## config.mk

```make
export PLATFORM = sky130hd
export DESIGN_NAME = lsu_top
export DESIGN_NICKNAME = d
export VERILOG_FILES = /design/src/logic/lsu_pkg.sv /design/src/logic/lsu_top.sv /design/src/logic/write_fsm.sv /design/src/logic/read_fsm.sv /design/src/logic/load_align.sv /design/src/logic/store_align.sv /design/src/logic/lsu_issue.sv
export SDC_FILE = /design/constraint.sdc
export NUM_CORES = 1
export LEC_CHECK = 0
export BUFFER_PORTS_ARGS = -buffer_cell sky130_fd_sc_hd__buf_2
export CAP_MARGIN = 20
export CORE_AREA = 8 8 202 204
export DETAILED_ROUTE_END_ITERATION = 7
export DIE_AREA = 0 0 210 212
export HOLD_SLACK_MARGIN = 0.15
export PLACE_DENSITY_LB_ADDON = 0.25
export SETUP_SLACK_MARGIN = 0.3
export SLEW_MARGIN = 25
export SYNTH_ARGS = -nofsm -noshare
export SYNTH_HDL_FRONTEND = slang
export SYNTH_SLANG_ARGS = --single-unit
```

## constraint.sdc

```tcl
create_clock -name clock -period 6.8 [get_ports clock]
set_input_delay 0.34 -clock clock [delete_from_list [all_inputs] [get_ports clock]]
set_output_delay 0.34 -clock clock [all_outputs]
set_load 0.05 [all_outputs]
```

## src/logic/lsu_pkg.sv

```systemverilog
`default_nettype none

package lsu_pkg;

	localparam int XLEN = 32;
	localparam int BEAT_WIDTH = 64;
	localparam int BEAT_BYTES = 8;

	typedef logic [XLEN-1:0] word_t;
	typedef logic [BEAT_WIDTH-1:0] beat_t;
	typedef logic [BEAT_BYTES-1:0] strb_t;
	typedef logic [2:0] byte_off_t;

	// loads first, stores in the top three codes
	typedef enum logic [2:0] {
		op_lb  = 3'd0,
		op_lh  = 3'd1,
		op_lw  = 3'd2,
		op_lbu = 3'd3,
		op_lhu = 3'd4,
		op_sb  = 3'd5,
		op_sh  = 3'd6,
		op_sw  = 3'd7
	} mem_op_t;

	function automatic logic op_is_load(mem_op_t op);
		return op inside {op_lb, op_lh, op_lw, op_lbu, op_lhu};
	endfunction

	function automatic logic op_is_store(mem_op_t op);
		return op inside {op_sb, op_sh, op_sw};
	endfunction

	// access size in bytes: 1, 2 or 4
	function automatic logic [2:0] op_size_bytes(mem_op_t op);
		case (op)
			op_lb, op_lbu, op_sb: return 3'd1;
			op_lh, op_lhu, op_sh: return 3'd2;
			default: return 3'd4;
		endcase
	endfunction

endpackage

`default_nettype wire
```

## src/logic/lsu_top.sv

```systemverilog
`timescale 1ns/1ps
`default_nettype none

module lsu_top #(
	parameter int RF_ADDR_WIDTH = 5
) (
	input  wire logic                     clock,
	input  wire logic                     reset,
	input  wire logic                     in_valid,
	input  wire lsu_pkg::mem_op_t         in_op,
	input  wire lsu_pkg::word_t           in_base,
	input  wire lsu_pkg::word_t           in_offset,
	input  wire lsu_pkg::word_t           in_store_data,
	input  wire logic [RF_ADDR_WIDTH-1:0] in_rd,
	output logic                          in_ready,
	output logic                          done,
	output logic                          rf_wen,
	output logic [RF_ADDR_WIDTH-1:0]      rf_waddr,
	output lsu_pkg::word_t                rf_wdata,
	output logic                          ar_valid,
	input  wire logic                     ar_ready,
	output lsu_pkg::word_t                ar_addr,
	input  wire logic                     r_valid,
	output logic                          r_ready,
	input  wire lsu_pkg::beat_t           r_data,
	output logic                          aw_valid,
	input  wire logic                     aw_ready,
	output lsu_pkg::word_t                aw_addr,
	output logic                          w_valid,
	input  wire logic                     w_ready,
	output lsu_pkg::beat_t                w_data,
	output lsu_pkg::strb_t                w_strb,
	input  wire logic                     b_valid,
	output logic                          b_ready
);
	import lsu_pkg::*;

	mem_op_t   op;
	byte_off_t offset;
	word_t     line_addr;
	word_t     store_data;
	logic      split;
	logic      rd_start;
	logic      wr_start;
	logic      rd_done;
	logic      wr_done;
	logic      beat_fire;
	logic      rd_second;
	logic      wr_second;

	lsu_issue #(
		.RF_ADDR_WIDTH(RF_ADDR_WIDTH)
	) issue (
		.clock(clock),
		.reset(reset),
		.in_valid(in_valid),
		.in_op(in_op),
		.in_base(in_base),
		.in_offset(in_offset),
		.in_store_data(in_store_data),
		.in_rd(in_rd),
		.rd_done(rd_done),
		.wr_done(wr_done),
		.in_ready(in_ready),
		.done(done),
		.rf_wen(rf_wen),
		.rf_waddr(rf_waddr),
		.op(op),
		.offset(offset),
		.line_addr(line_addr),
		.store_data(store_data),
		.rd_start(rd_start),
		.wr_start(wr_start),
		.split(split)
	);

	store_align st_align (
		.op(op),
		.offset(offset),
		.store_data(store_data),
		.second(wr_second),
		.w_data(w_data),
		.w_strb(w_strb)
	);

	load_align ld_align (
		.clock(clock),
		.reset(reset),
		.op(op),
		.offset(offset),
		.r_data(r_data),
		.beat_fire(beat_fire),
		.second(rd_second),
		.rf_wdata(rf_wdata)
	);

	read_fsm rd_fsm (
		.clock(clock),
		.reset(reset),
		.rd_start(rd_start),
		.split(split),
		.line_addr(line_addr),
		.ar_ready(ar_ready),
		.r_valid(r_valid),
		.ar_valid(ar_valid),
		.ar_addr(ar_addr),
		.r_ready(r_ready),
		.beat_fire(beat_fire),
		.second(rd_second),
		.rd_done(rd_done)
	);

	write_fsm wr_fsm (
		.clock(clock),
		.reset(reset),
		.wr_start(wr_start),
		.split(split),
		.line_addr(line_addr),
		.aw_ready(aw_ready),
		.w_ready(w_ready),
		.b_valid(b_valid),
		.aw_valid(aw_valid),
		.aw_addr(aw_addr),
		.w_valid(w_valid),
		.b_ready(b_ready),
		.second(wr_second),
		.wr_done(wr_done)
	);

endmodule

`default_nettype wire

```

## src/logic/write_fsm.sv

```systemverilog
`timescale 1ns/1ps
`default_nettype none

module write_fsm (
	input  wire logic           clock,
	input  wire logic           reset,
	input  wire logic           wr_start,
	input  wire logic           split,
	input  wire lsu_pkg::word_t line_addr,
	input  wire logic           aw_ready,
	input  wire logic           w_ready,
	input  wire logic           b_valid,
	output logic                aw_valid,
	output lsu_pkg::word_t      aw_addr,
	output logic                w_valid,
	output logic                b_ready,
	output logic                second,
	output logic                wr_done
);
	import lsu_pkg::*;

	localparam logic [2:0] st_idle = 3'd0;
	localparam logic [2:0] st_addr = 3'd1;
	localparam logic [2:0] st_data = 3'd2;
	localparam logic [2:0] st_resp = 3'd3;
	localparam logic [2:0] st_fin  = 3'd4;

	logic [2:0] state;

	// address, data and response strictly in turn, one channel at a time
	always_ff @(posedge clock) begin
		if (reset) begin
			state <= st_idle;
			second <= 1'b0;
		end else begin
			case (state)
				st_idle: begin
					if (wr_start) begin
						state <= st_addr;
						second <= 1'b0;
					end
				end
				st_addr: begin
					if (aw_ready) begin
						state <= st_data;
					end
				end
				st_data: begin
					if (w_ready) begin
						state <= st_resp;
					end
				end
				st_resp: begin
					// second write goes to the following line
					if (b_valid) begin
						if (split && !second) begin
							second <= 1'b1;
							state <= st_addr;
						end else begin
							state <= st_fin;
						end
					end
				end
				default: state <= st_idle;
			endcase
		end
	end

	assign aw_valid = state == st_addr;
	assign w_valid = state == st_data;
	assign b_ready = state == st_resp;
	assign wr_done = state == st_fin;
	assign aw_addr = second ? line_addr + word_t'(BEAT_BYTES) : line_addr;

endmodule

`default_nettype wire

```

## src/logic/read_fsm.sv

```systemverilog
`timescale 1ns/1ps
`default_nettype none

module read_fsm (
	input  wire logic           clock,
	input  wire logic           reset,
	input  wire logic           rd_start,
	input  wire logic           split,
	input  wire lsu_pkg::word_t line_addr,
	input  wire logic           ar_ready,
	input  wire logic           r_valid,
	output logic                ar_valid,
	output lsu_pkg::word_t      ar_addr,
	output logic                r_ready,
	output logic                beat_fire,
	output logic                second,
	output logic                rd_done
);
	import lsu_pkg::*;

	localparam logic [1:0] st_idle = 2'd0;
	localparam logic [1:0] st_addr = 2'd1;
	localparam logic [1:0] st_data = 2'd2;
	localparam logic [1:0] st_fin  = 2'd3;

	logic [1:0] state;

	always_ff @(posedge clock) begin
		if (reset) begin
			state <= st_idle;
			second <= 1'b0;
		end else begin
			case (state)
				st_idle: begin
					if (rd_start) begin
						state <= st_addr;
						second <= 1'b0;
					end
				end
				st_addr: begin
					if (ar_ready) begin
						state <= st_data;
					end
				end
				st_data: begin
					// crossing loads go round again for the next line
					if (r_valid) begin
						if (split && !second) begin
							second <= 1'b1;
							state <= st_addr;
						end else begin
							state <= st_fin;
						end
					end
				end
				default: state <= st_idle;
			endcase
		end
	end

	assign ar_valid = state == st_addr;
	assign r_ready = state == st_data;
	assign beat_fire = r_valid && r_ready;
	assign rd_done = state == st_fin;
	assign ar_addr = second ? line_addr + word_t'(BEAT_BYTES) : line_addr;

endmodule

`default_nettype wire

```

## src/logic/load_align.sv

```systemverilog
`timescale 1ns/1ps
`default_nettype none

module load_align (
	input  wire logic               clock,
	input  wire logic               reset,
	input  wire lsu_pkg::mem_op_t   op,
	input  wire lsu_pkg::byte_off_t offset,
	input  wire lsu_pkg::beat_t     r_data,
	input  wire logic               beat_fire,
	input  wire logic               second,
	output lsu_pkg::word_t          rf_wdata
);
	import lsu_pkg::*;

	beat_t                   first_beat;
	beat_t                   second_beat;
	logic [2*BEAT_WIDTH-1:0] pair_shifted;
	word_t                   raw;

	// hold both beats so the result is stable after the bus has moved on
	always_ff @(posedge clock) begin
		if (reset) begin
			first_beat <= '0;
			second_beat <= '0;
		end else if (beat_fire) begin
			if (second) begin
				second_beat <= r_data;
			end else begin
				first_beat <= r_data;
			end
		end
	end

	// second beat is stale on unsplit loads, its bytes never reach raw
	assign pair_shifted = {second_beat, first_beat} >> {offset, 3'b000};
	assign raw = pair_shifted[XLEN-1:0];

	always_comb begin
		case (op)
			op_lb: rf_wdata = {{24{raw[7]}}, raw[7:0]};
			op_lh: rf_wdata = {{16{raw[15]}}, raw[15:0]};
			op_lbu: rf_wdata = {24'd0, raw[7:0]};
			op_lhu: rf_wdata = {16'd0, raw[15:0]};
			default: rf_wdata = raw;
		endcase
	end

endmodule

`default_nettype wire

```

## src/logic/store_align.sv

```systemverilog
`timescale 1ns/1ps
`default_nettype none

module store_align (
	input  wire lsu_pkg::mem_op_t   op,
	input  wire lsu_pkg::byte_off_t offset,
	input  wire lsu_pkg::word_t     store_data,
	input  wire logic               second,
	output lsu_pkg::beat_t          w_data,
	output lsu_pkg::strb_t          w_strb
);
	import lsu_pkg::*;

	beat_t                     placed;
	logic [2*BEAT_WIDTH-1:0]   rot_pair;
	logic [3:0]                size_mask;
	logic [2*BEAT_BYTES-1:0]   strb_pair;

	// rotate left by offset bytes, so bytes past the line wrap to lane 0
	assign placed = beat_t'(store_data);
	assign rot_pair = {placed, placed} << {offset, 3'b000};
	assign w_data = rot_pair[2*BEAT_WIDTH-1:BEAT_WIDTH];

	always_comb begin
		case (op_size_bytes(op))
			3'd1: size_mask = 4'b0001;
			3'd2: size_mask = 4'b0011;
			default: size_mask = 4'b1111;
		endcase
	end

	// low half covers the first line, high half the next one
	assign strb_pair = (2*BEAT_BYTES)'(size_mask) << offset;
	assign w_strb = second ? strb_pair[2*BEAT_BYTES-1:BEAT_BYTES] : strb_pair[BEAT_BYTES-1:0];

endmodule

`default_nettype wire

```

## src/logic/lsu_issue.sv

```systemverilog
`timescale 1ns/1ps
`default_nettype none

module lsu_issue #(
	parameter int RF_ADDR_WIDTH = 5
) (
	input  wire logic                     clock,
	input  wire logic                     reset,
	input  wire logic                     in_valid,
	input  wire lsu_pkg::mem_op_t         in_op,
	input  wire lsu_pkg::word_t           in_base,
	input  wire lsu_pkg::word_t           in_offset,
	input  wire lsu_pkg::word_t           in_store_data,
	input  wire logic [RF_ADDR_WIDTH-1:0] in_rd,
	input  wire logic                     rd_done,
	input  wire logic                     wr_done,
	output logic                          in_ready,
	output logic                          done,
	output logic                          rf_wen,
	output logic [RF_ADDR_WIDTH-1:0]      rf_waddr,
	output lsu_pkg::mem_op_t              op,
	output lsu_pkg::byte_off_t            offset,
	output lsu_pkg::word_t                line_addr,
	output lsu_pkg::word_t                store_data,
	output logic                          rd_start,
	output logic                          wr_start,
	output logic                          split
);
	import lsu_pkg::*;

	logic                     valid;
	logic                     accept;
	logic [RF_ADDR_WIDTH-1:0] rd;
	word_t                    addr_sum;
	logic [3:0]               end_byte;

	assign accept = in_valid && in_ready;
	assign addr_sum = in_base + in_offset;

	// one past the last byte touched, counted from the line start
	assign end_byte = {1'b0, addr_sum[2:0]} + {1'b0, op_size_bytes(in_op)};

	always_ff @(posedge clock) begin
		if (reset) begin
			valid <= 1'b0;
		end else if (in_ready) begin
			valid <= in_valid;
		end
	end

	// split decided here once, the machines only follow it
	always_ff @(posedge clock) begin
		if (accept) begin
			op <= in_op;
			line_addr <= {addr_sum[XLEN-1:3], 3'b000};
			offset <= addr_sum[2:0];
			split <= end_byte > 4'd8;
			store_data <= in_store_data;
			rd <= in_rd;
		end
	end

	assign rd_start = valid && op_is_load(op);
	assign wr_start = valid && op_is_store(op);

	// finishing machine frees the stage in the same cycle
	assign done = valid && (rd_done || wr_done);
	assign in_ready = !valid || done;

	assign rf_wen = done && op_is_load(op);
	assign rf_waddr = rd;

endmodule

`default_nettype wire

```

# After elaboration in Yosys (flattened, before gate mapping)

Index checks and enable logic that the tools add are counted.

Flip-flop bits (word level): 209
Output and inout bits: 181
Logic and storage cells: 108

Eq/ne operators: 30
Order comparisons: 1
Shifts and indexed selects: 3
Bitwise gates (word level): 1
Multiplexer cells: 26
Reductions and logical operators: 31
$add $sub $neg: 3

Operator list:

| cell                                                                   | number |
|---|---|
| 32-bit one-hot mux with 4 select lines                                 | 1 |
| 96-bit by 6-bit << shifter with 128-bit output                         | 1 |
| 128-bit by 6-bit >> shifter with 32-bit output                         | 1 |
| 32-bit two-way mux                                                     | 2 |
| 32-bit adder                                                           | 1 |
| 32-bit by 4-bit adder with 32-bit output (second input constant)       | 1 |
| 3-bit equality test (second input constant)                            | 8 |
| 3-bit by 2-bit equality test with 1-bit output (second input constant) | 6 |
| 4-bit by 3-bit << shifter with 16-bit output                           | 1 |
| 3-bit two-way mux                                                      | 5 |
| 3-bit by 1-bit equality test with 1-bit output (second input constant) | 4 |
| 3-bit one-hot mux with 2 select lines                                  | 2 |
| 3-bit one-hot mux with 4 select lines                                  | 1 |
| 4-bit AND reduction                                                    | 3 |
| 3-bit OR reduction                                                     | 4 |
| 2-bit != test (second input constant)                                  | 5 |
| 3-bit logical NOT                                                      | 3 |
| 1-bit logical AND                                                      | 8 |
| 2-bit two-way mux                                                      | 4 |
| 8-bit two-way mux                                                      | 1 |
| 2-bit by 1-bit != test with 1-bit output (second input constant)       | 4 |
| 4-bit one-hot mux with 2 select lines                                  | 1 |
| 1-bit two-way mux                                                      | 6 |
| 2-bit one-hot mux with 3 select lines                                  | 1 |
| 14 further kinds                                                       | 21 |

# Longest topological paths before layout

Depth in word-level cells: 7
Mapped depth: 9
Depth with buffers taken out: 9

# By module

Synthesis repeated with hierarchy kept, for this count alone.

Cell total of the unflattened synthesis: 1376
Area total of the unflattened synthesis: 12565.8 um2

By module, submodules not included:

| module      | cells an instance | sequential area each (um2) | area each (um2) | instances |
|---|---|---|---|---|
| load_align  | 563               | 1761.7                     | 5086.1          | 1 |
| lsu_issue   | 348               | 2212.1                     | 4232.8          | 1 |
| store_align | 235               | 0.0                        | 1586.5          | 1 |
| write_fsm   | 124               | 80.1                       | 913.4           | 1 |
| read_fsm    | 106               | 60.1                       | 747.0           | 1 |

# Worst setup path after synthesis

No wires, ideal clock.

Path kind: register to register
Start point: register wr_fsm.state[1]
End point: register issue.line_addr[10], enable pin
Data required time: 6.272 ns
Buffers on the path: 1
Arrival: 4.327 ns
Slack: 1.944 ns
Cell stages (with the launch flop): 6
Cells stage by stage: dfxtp_1 > clkbuf_1 > nor2_1 > a22o_1 > inv_1 > a21oi_1

Cells in the longest elaborated chain, start to end: 5

Ends and longest elaborated chain:

| element                | RTL line        | text |
|---|---|---|
| from (decl)            | write_fsm.sv:28 | `logic [2:0] state;` |
| from (signal assigned) | write_fsm.sv:33 | `state <= st_idle;` |
| from (signal assigned) | write_fsm.sv:39 | `state <= st_addr;` |
| from (signal assigned) | write_fsm.sv:45 | `state <= st_data;` |
| 3-bit equality test    | write_fsm.sv:72 | `assign wr_done = state == st_fin;` |
| 1-bit logical OR       | lsu_issue.sv:67 | `assign done = valid && (rd_done \|\| wr_done);` |
| 1-bit logical AND      | lsu_issue.sv:67 |  |
| 1-bit logical OR       | lsu_issue.sv:68 | `assign in_ready = !valid \|\| done;` |
| 1-bit logical AND      | lsu_issue.sv:37 | `assign accept = in_valid && in_ready;` |
| named net issue.accept | lsu_issue.sv:32 | `logic accept;` |
| to (signal assigned)   | lsu_issue.sv:55 | `line_addr <= {addr_sum[XLEN-1:3], 3'b000};` |
| to (decl)              | lsu_issue.sv:23 | `output lsu_pkg::word_t line_addr,` |

The timed path passes the listed nets, and every way through them passes these cells.
A chain may end at the register's enable or synchronous reset.

# Final worst setup path

Start point: register issue.offset[0]
End point: output port w_data[2]

Cells in the longest elaborated chain, start to end: 1

Ends and longest elaborated chain:

| element                                        | RTL line          | text |
|---|---|---|
| from (decl)                                    | lsu_issue.sv:22   | `output lsu_pkg::byte_off_t offset,` |
| from (signal assigned)                         | lsu_issue.sv:56   | `offset <= addr_sum[2:0];` |
| 96-bit by 6-bit << shifter with 128-bit output | store_align.sv:21 | `assign rot_pair = {placed, placed} << {offset, 3'b000};` |
| to (decl)                                      | lsu_top.sv:31     | `output lsu_pkg::beat_t w_data,` |

No other way between the ends.

==> metrics.md <==
| Metric | Value |
|---|---|
| Final Setup Violations | `0` |
| Reg area | `4114 um2` |
| Commonest cells after routing, fill and taps aside | `buf_2, nand2_1, a21oi_1` |
| Port bufs | `350` |
| WHS Path Cells | `3` |
| Period utilization | `0.5448` |
| Met2 Usage GRT | `0.3226` |
| Worst min path class | `primary input to flop` |
| Via count | `11,440` |
| WHS Endpoint | `ld_align.second_beat[4]` |
| Final Wtd Congestion | `0.8819` |
| CTS Hold Buffers Added | `63` |
| DP HPWL | `33.32 mm` |
| Number of synthesized register bits | `169` |
| Cells after Synth | `1,352` |
| FF-to-FF Start | `rd_fsm.second` |
| Sequential share of the synthesized area | `0.3472` |
| WP data required | `6460 ps` |
| Grt met3 use | `0.03405` |
| Main synth FF type | `dfxtp_1` |
| Crit-path cells | `buf_12, nor2b_1, nand2_1, o21ai_0, nand2_1, o21ai_0, buf_2` |
| Avg Synthesized Cell Area | `8.764 um2` |
| Reg2reg setup slack | `4590 ps` |
| Worst reg2reg endpoint | `ld_align.second_beat[21]` |
| Wirelength per Cell | `19.49 um` |
| Synth-to-layout area growth | `28.42%` |
| Yosys warns | `0` |
| Layout Nets | `1,922` |
| Post-CTS Setup Inserts | `0` |
| Min-delay src | `r_data[4]` |
| Number of clock sinks | `169` |
| Post-route minimum period | `3705 ps` |
| IO Pins | `357` |
| Fill cells | `3,928` |
| Power density over the cells | `215.0 nW/um2` |
| Core Box Area | `37,930 um2` |
| Chip height | `212 um` |
| Largest net degree at the start of global routing | `108` |
| Worst Hold Slack | `166.2 ps` |
| CP Class | `flop to primary output` |
| Deepest level of the CTS H-tree | `4` |
| Multi-input gate area | `7269 um2` |
| GRT busiest layer | `met2` |
| Post-route ant nets | `0` |
| Drt via density | `5.104` |
| DRC viols | `0` |
| Max-Cap Viols | `0` |
| EDFF count, synth | `73` |
| Critical-path top delay cell | `nor2b_1` |
| Met1 usage | `0.2408` |
| CP endpoint kind | `primary output` |
| Worst setup path startpoint | `issue.offset[0]` |
| CTS tree | `built` |
| Clk_lat worst skew | `430 ps` |
| Initial Util | `0.3124` |
| Routed WL | `43.68 mm` |
| FFs w/ async S/R, synth | `0` |
| RSZ-0062 raised after global routing | `false` |
| Status | `finished, final reports clean` |
| First-pass GRT wire length | `66.03 mm` |
| Vias in the first global route | `11,350` |
| Static Leakage | `6.278 nW` |
| Iteration-0 DRC Markers | `693` |
| GR Overflow Total | `0` |
| Slew @ Worst Pin | `962.2 ps` |
| Slew headroom | `0.3576` |
| Clock skew | `12.12 ps` |
| Drt first pass iters | `5` |
| Fin Setup TNS | `0 ps` |
| Slowest Stage Delay on Critical Path | `740 ps` |
| All-Layer GR Usage | `0.1887` |
| Commonest non-fill, non-tap cell in the layout | `buf_2` |
| Die width | `210 um` |
| CP Data Arrival Time | `3360 ps` |
| Startpoint Class | `flop` |
| Resized Gates After CTS | `0` |
| Number of CTS-inserted buffers | `17` |
| Max FO, Critical Path | `107` |
| Die area | `44,520 um2` |
| Max Slew Vio Count | `0` |
| Initial antenna violation count | `4` |
| Worst slack at placement | `3296 ps` |
| Max Fclk | `269.9 MHz` |
| Share of cells above drive strength 1 | `0.2894` |
| Max Buffers Root-to-Sink | `2` |
| Clock root cell | `clkbuf_16` |
| Cell area after synthesis | `11,850 um2` |
| Clk pin slew, worst setup/hold paths | `80 ps` |
| FF-to-FF path depth | `3` |
| Cell row count | `72` |
| Worst setup margin | `3095 ps` |
| Synth cell types | `69` |
| Hold Fails Final Rpt | `0` |
| Worst IR drop on VDD | `122.2 uV` |
[sequential cells by signal (all words and copies together) (netlist names)]
register,count
wr_fsm.second,1
issue.line_addr,29
rd_fsm.second,1
rd_fsm.state,2
issue.split,1
issue.store_data,32
ld_align.second_beat,24
wr_fsm.state,3
issue.offset,3
issue.valid,1
issue.op,3
ld_align.first_beat,64
issue.rf_waddr,5
[layer usage]
layer | share of wire | wire length, um
met1 | 0.43 | 18820
met4 | 0.023 | 985
met3 | 0.055 | 2417
met5 | 0.00060 | 26
met2 | 0.49 | 21430
[worst max-delay path by stage]
stage | slack (ps) | depth (start not counted) | endpoint
2_1_floorplan | 1940 | 5 | issue.line_addr[10]
3_5_place_dp | 3300 | 7 | rf_wdata[15]
6_report | 3100 | 7 | w_data[2]
4_1_cts | 2830 | 7 | rf_wdata[15]
5_1_grt | 2840 | 7 | w_data[1]
3_3_place_gp | 3430 | 7 | rf_wdata[15]
[power breakdown]
group          switching [mW]  internal [mW]  total, mW  leakage (nW)
combinational           0.769          0.334       1.10          4.52
sequential             0.0627           1.12       1.18          1.47
clock                   0.469          0.517      0.986         0.284
total                    1.30           1.97       3.27          6.28
[synthesized netlist by cell type, types with 3 or more instances]
| cell type | n | share of area |
|---|---|---|
| nand3_1 | 20 | 0.0084 |
| o21bai_1 | 5 | 0.0032 |
| o21a_1 | 4 | 0.0025 |
| mux2i_1 | 74 | 0.063 |
| nand2_1 | 316 | 0.10 |
| ha_1 | 36 | 0.038 |
| nand2b_1 | 5 | 0.0026 |
| a21o_2 | 3 | 0.0022 |
| a211oi_1 | 19 | 0.012 |
| nor2b_1 | 6 | 0.0032 |
| dfxtp_1 | 96 | 0.16 |
| or2_2 | 3 | 0.0016 |
| a21oi_1 | 138 | 0.058 |
| clkbuf_1 | 55 | 0.017 |
| and4_1 | 4 | 0.0030 |
| xor2_1 | 47 | 0.035 |
| nand4_1 | 9 | 0.0048 |
| o31ai_1 | 3 | 0.0019 |
| and3_1 | 22 | 0.012 |
| o21ai_0 | 87 | 0.037 |
| a31oi_1 | 8 | 0.0042 |
| nor2_1 | 80 | 0.025 |
| nor3_1 | 11 | 0.0046 |
| inv_1 | 14 | 0.0044 |
| and2_1 | 3 | 0.0016 |
| buf_2 | 18 | 0.0076 |
| o211ai_1 | 3 | 0.0019 |
| buf_4 | 14 | 0.0089 |
| mux4_2 | 45 | 0.086 |
| buf_1 | 6 | 0.0019 |
| mux2_2 | 27 | 0.026 |
| a21o_1 | 9 | 0.0057 |
| xnor2_1 | 42 | 0.031 |
| edfxtp_1 | 73 | 0.19 |
[critical path: cells and delay by family, from the launching register on]
| family | cells | cell delay [ps] |
|---|---|---|
| AO/OA/AOI/OAI | 2 | 280 |
| AND/OR/NAND/NOR | 3 | 920 |
| flip-flops | 1 | 720 |
| buffers and inverters | 2 | 920 |
[final cells by class]
type,count,area share
sequential,169,0.2704
antenna,2,0.0003289
clock inverter,13,0.008634
multi-input combinational,1077,0.4778
inverter,15,0.003700
timing repair buffer,428,0.1661
clock buffer,19,0.03051
tap,518,0.04260
[cell families after synthesis]
| family | after synthesis | synth area share |
|---|---|---|
| compound gates | 306 | 0.1539 |
| xor+xnor | 89 | 0.06579 |
| fa+ha+maj | 38 | 0.04139 |
| buf+inv | 111 | 0.04298 |
| flops | 169 | 0.3472 |
| mux | 146 | 0.1737 |
| other cells | 1 | 0.0003165 |
| simple gates | 492 | 0.1748 |
[through the flow]
| step | cells | area (um2) | util | total power [mW] |
|---|---|---|---|---|
| 3_5_place_dp | 2142 | 13950 | 0.3678 | 2.278 |
| 4_1_cts | 2237 | 15170 | 0.4001 | 3.301 |
| 5_1_grt | 2240 | 15210 | 0.4011 | 3.419 |
| 3_3_place_gp | 2142 | 13940 | 0.3676 | 2.270 |
| 2_1_floorplan | 1357 | 11870 | - | 1.984 |
| 6_report | 2241 | 15220 | 0.4012 | 3.271 |
Power figures use the tool's default switching activity.
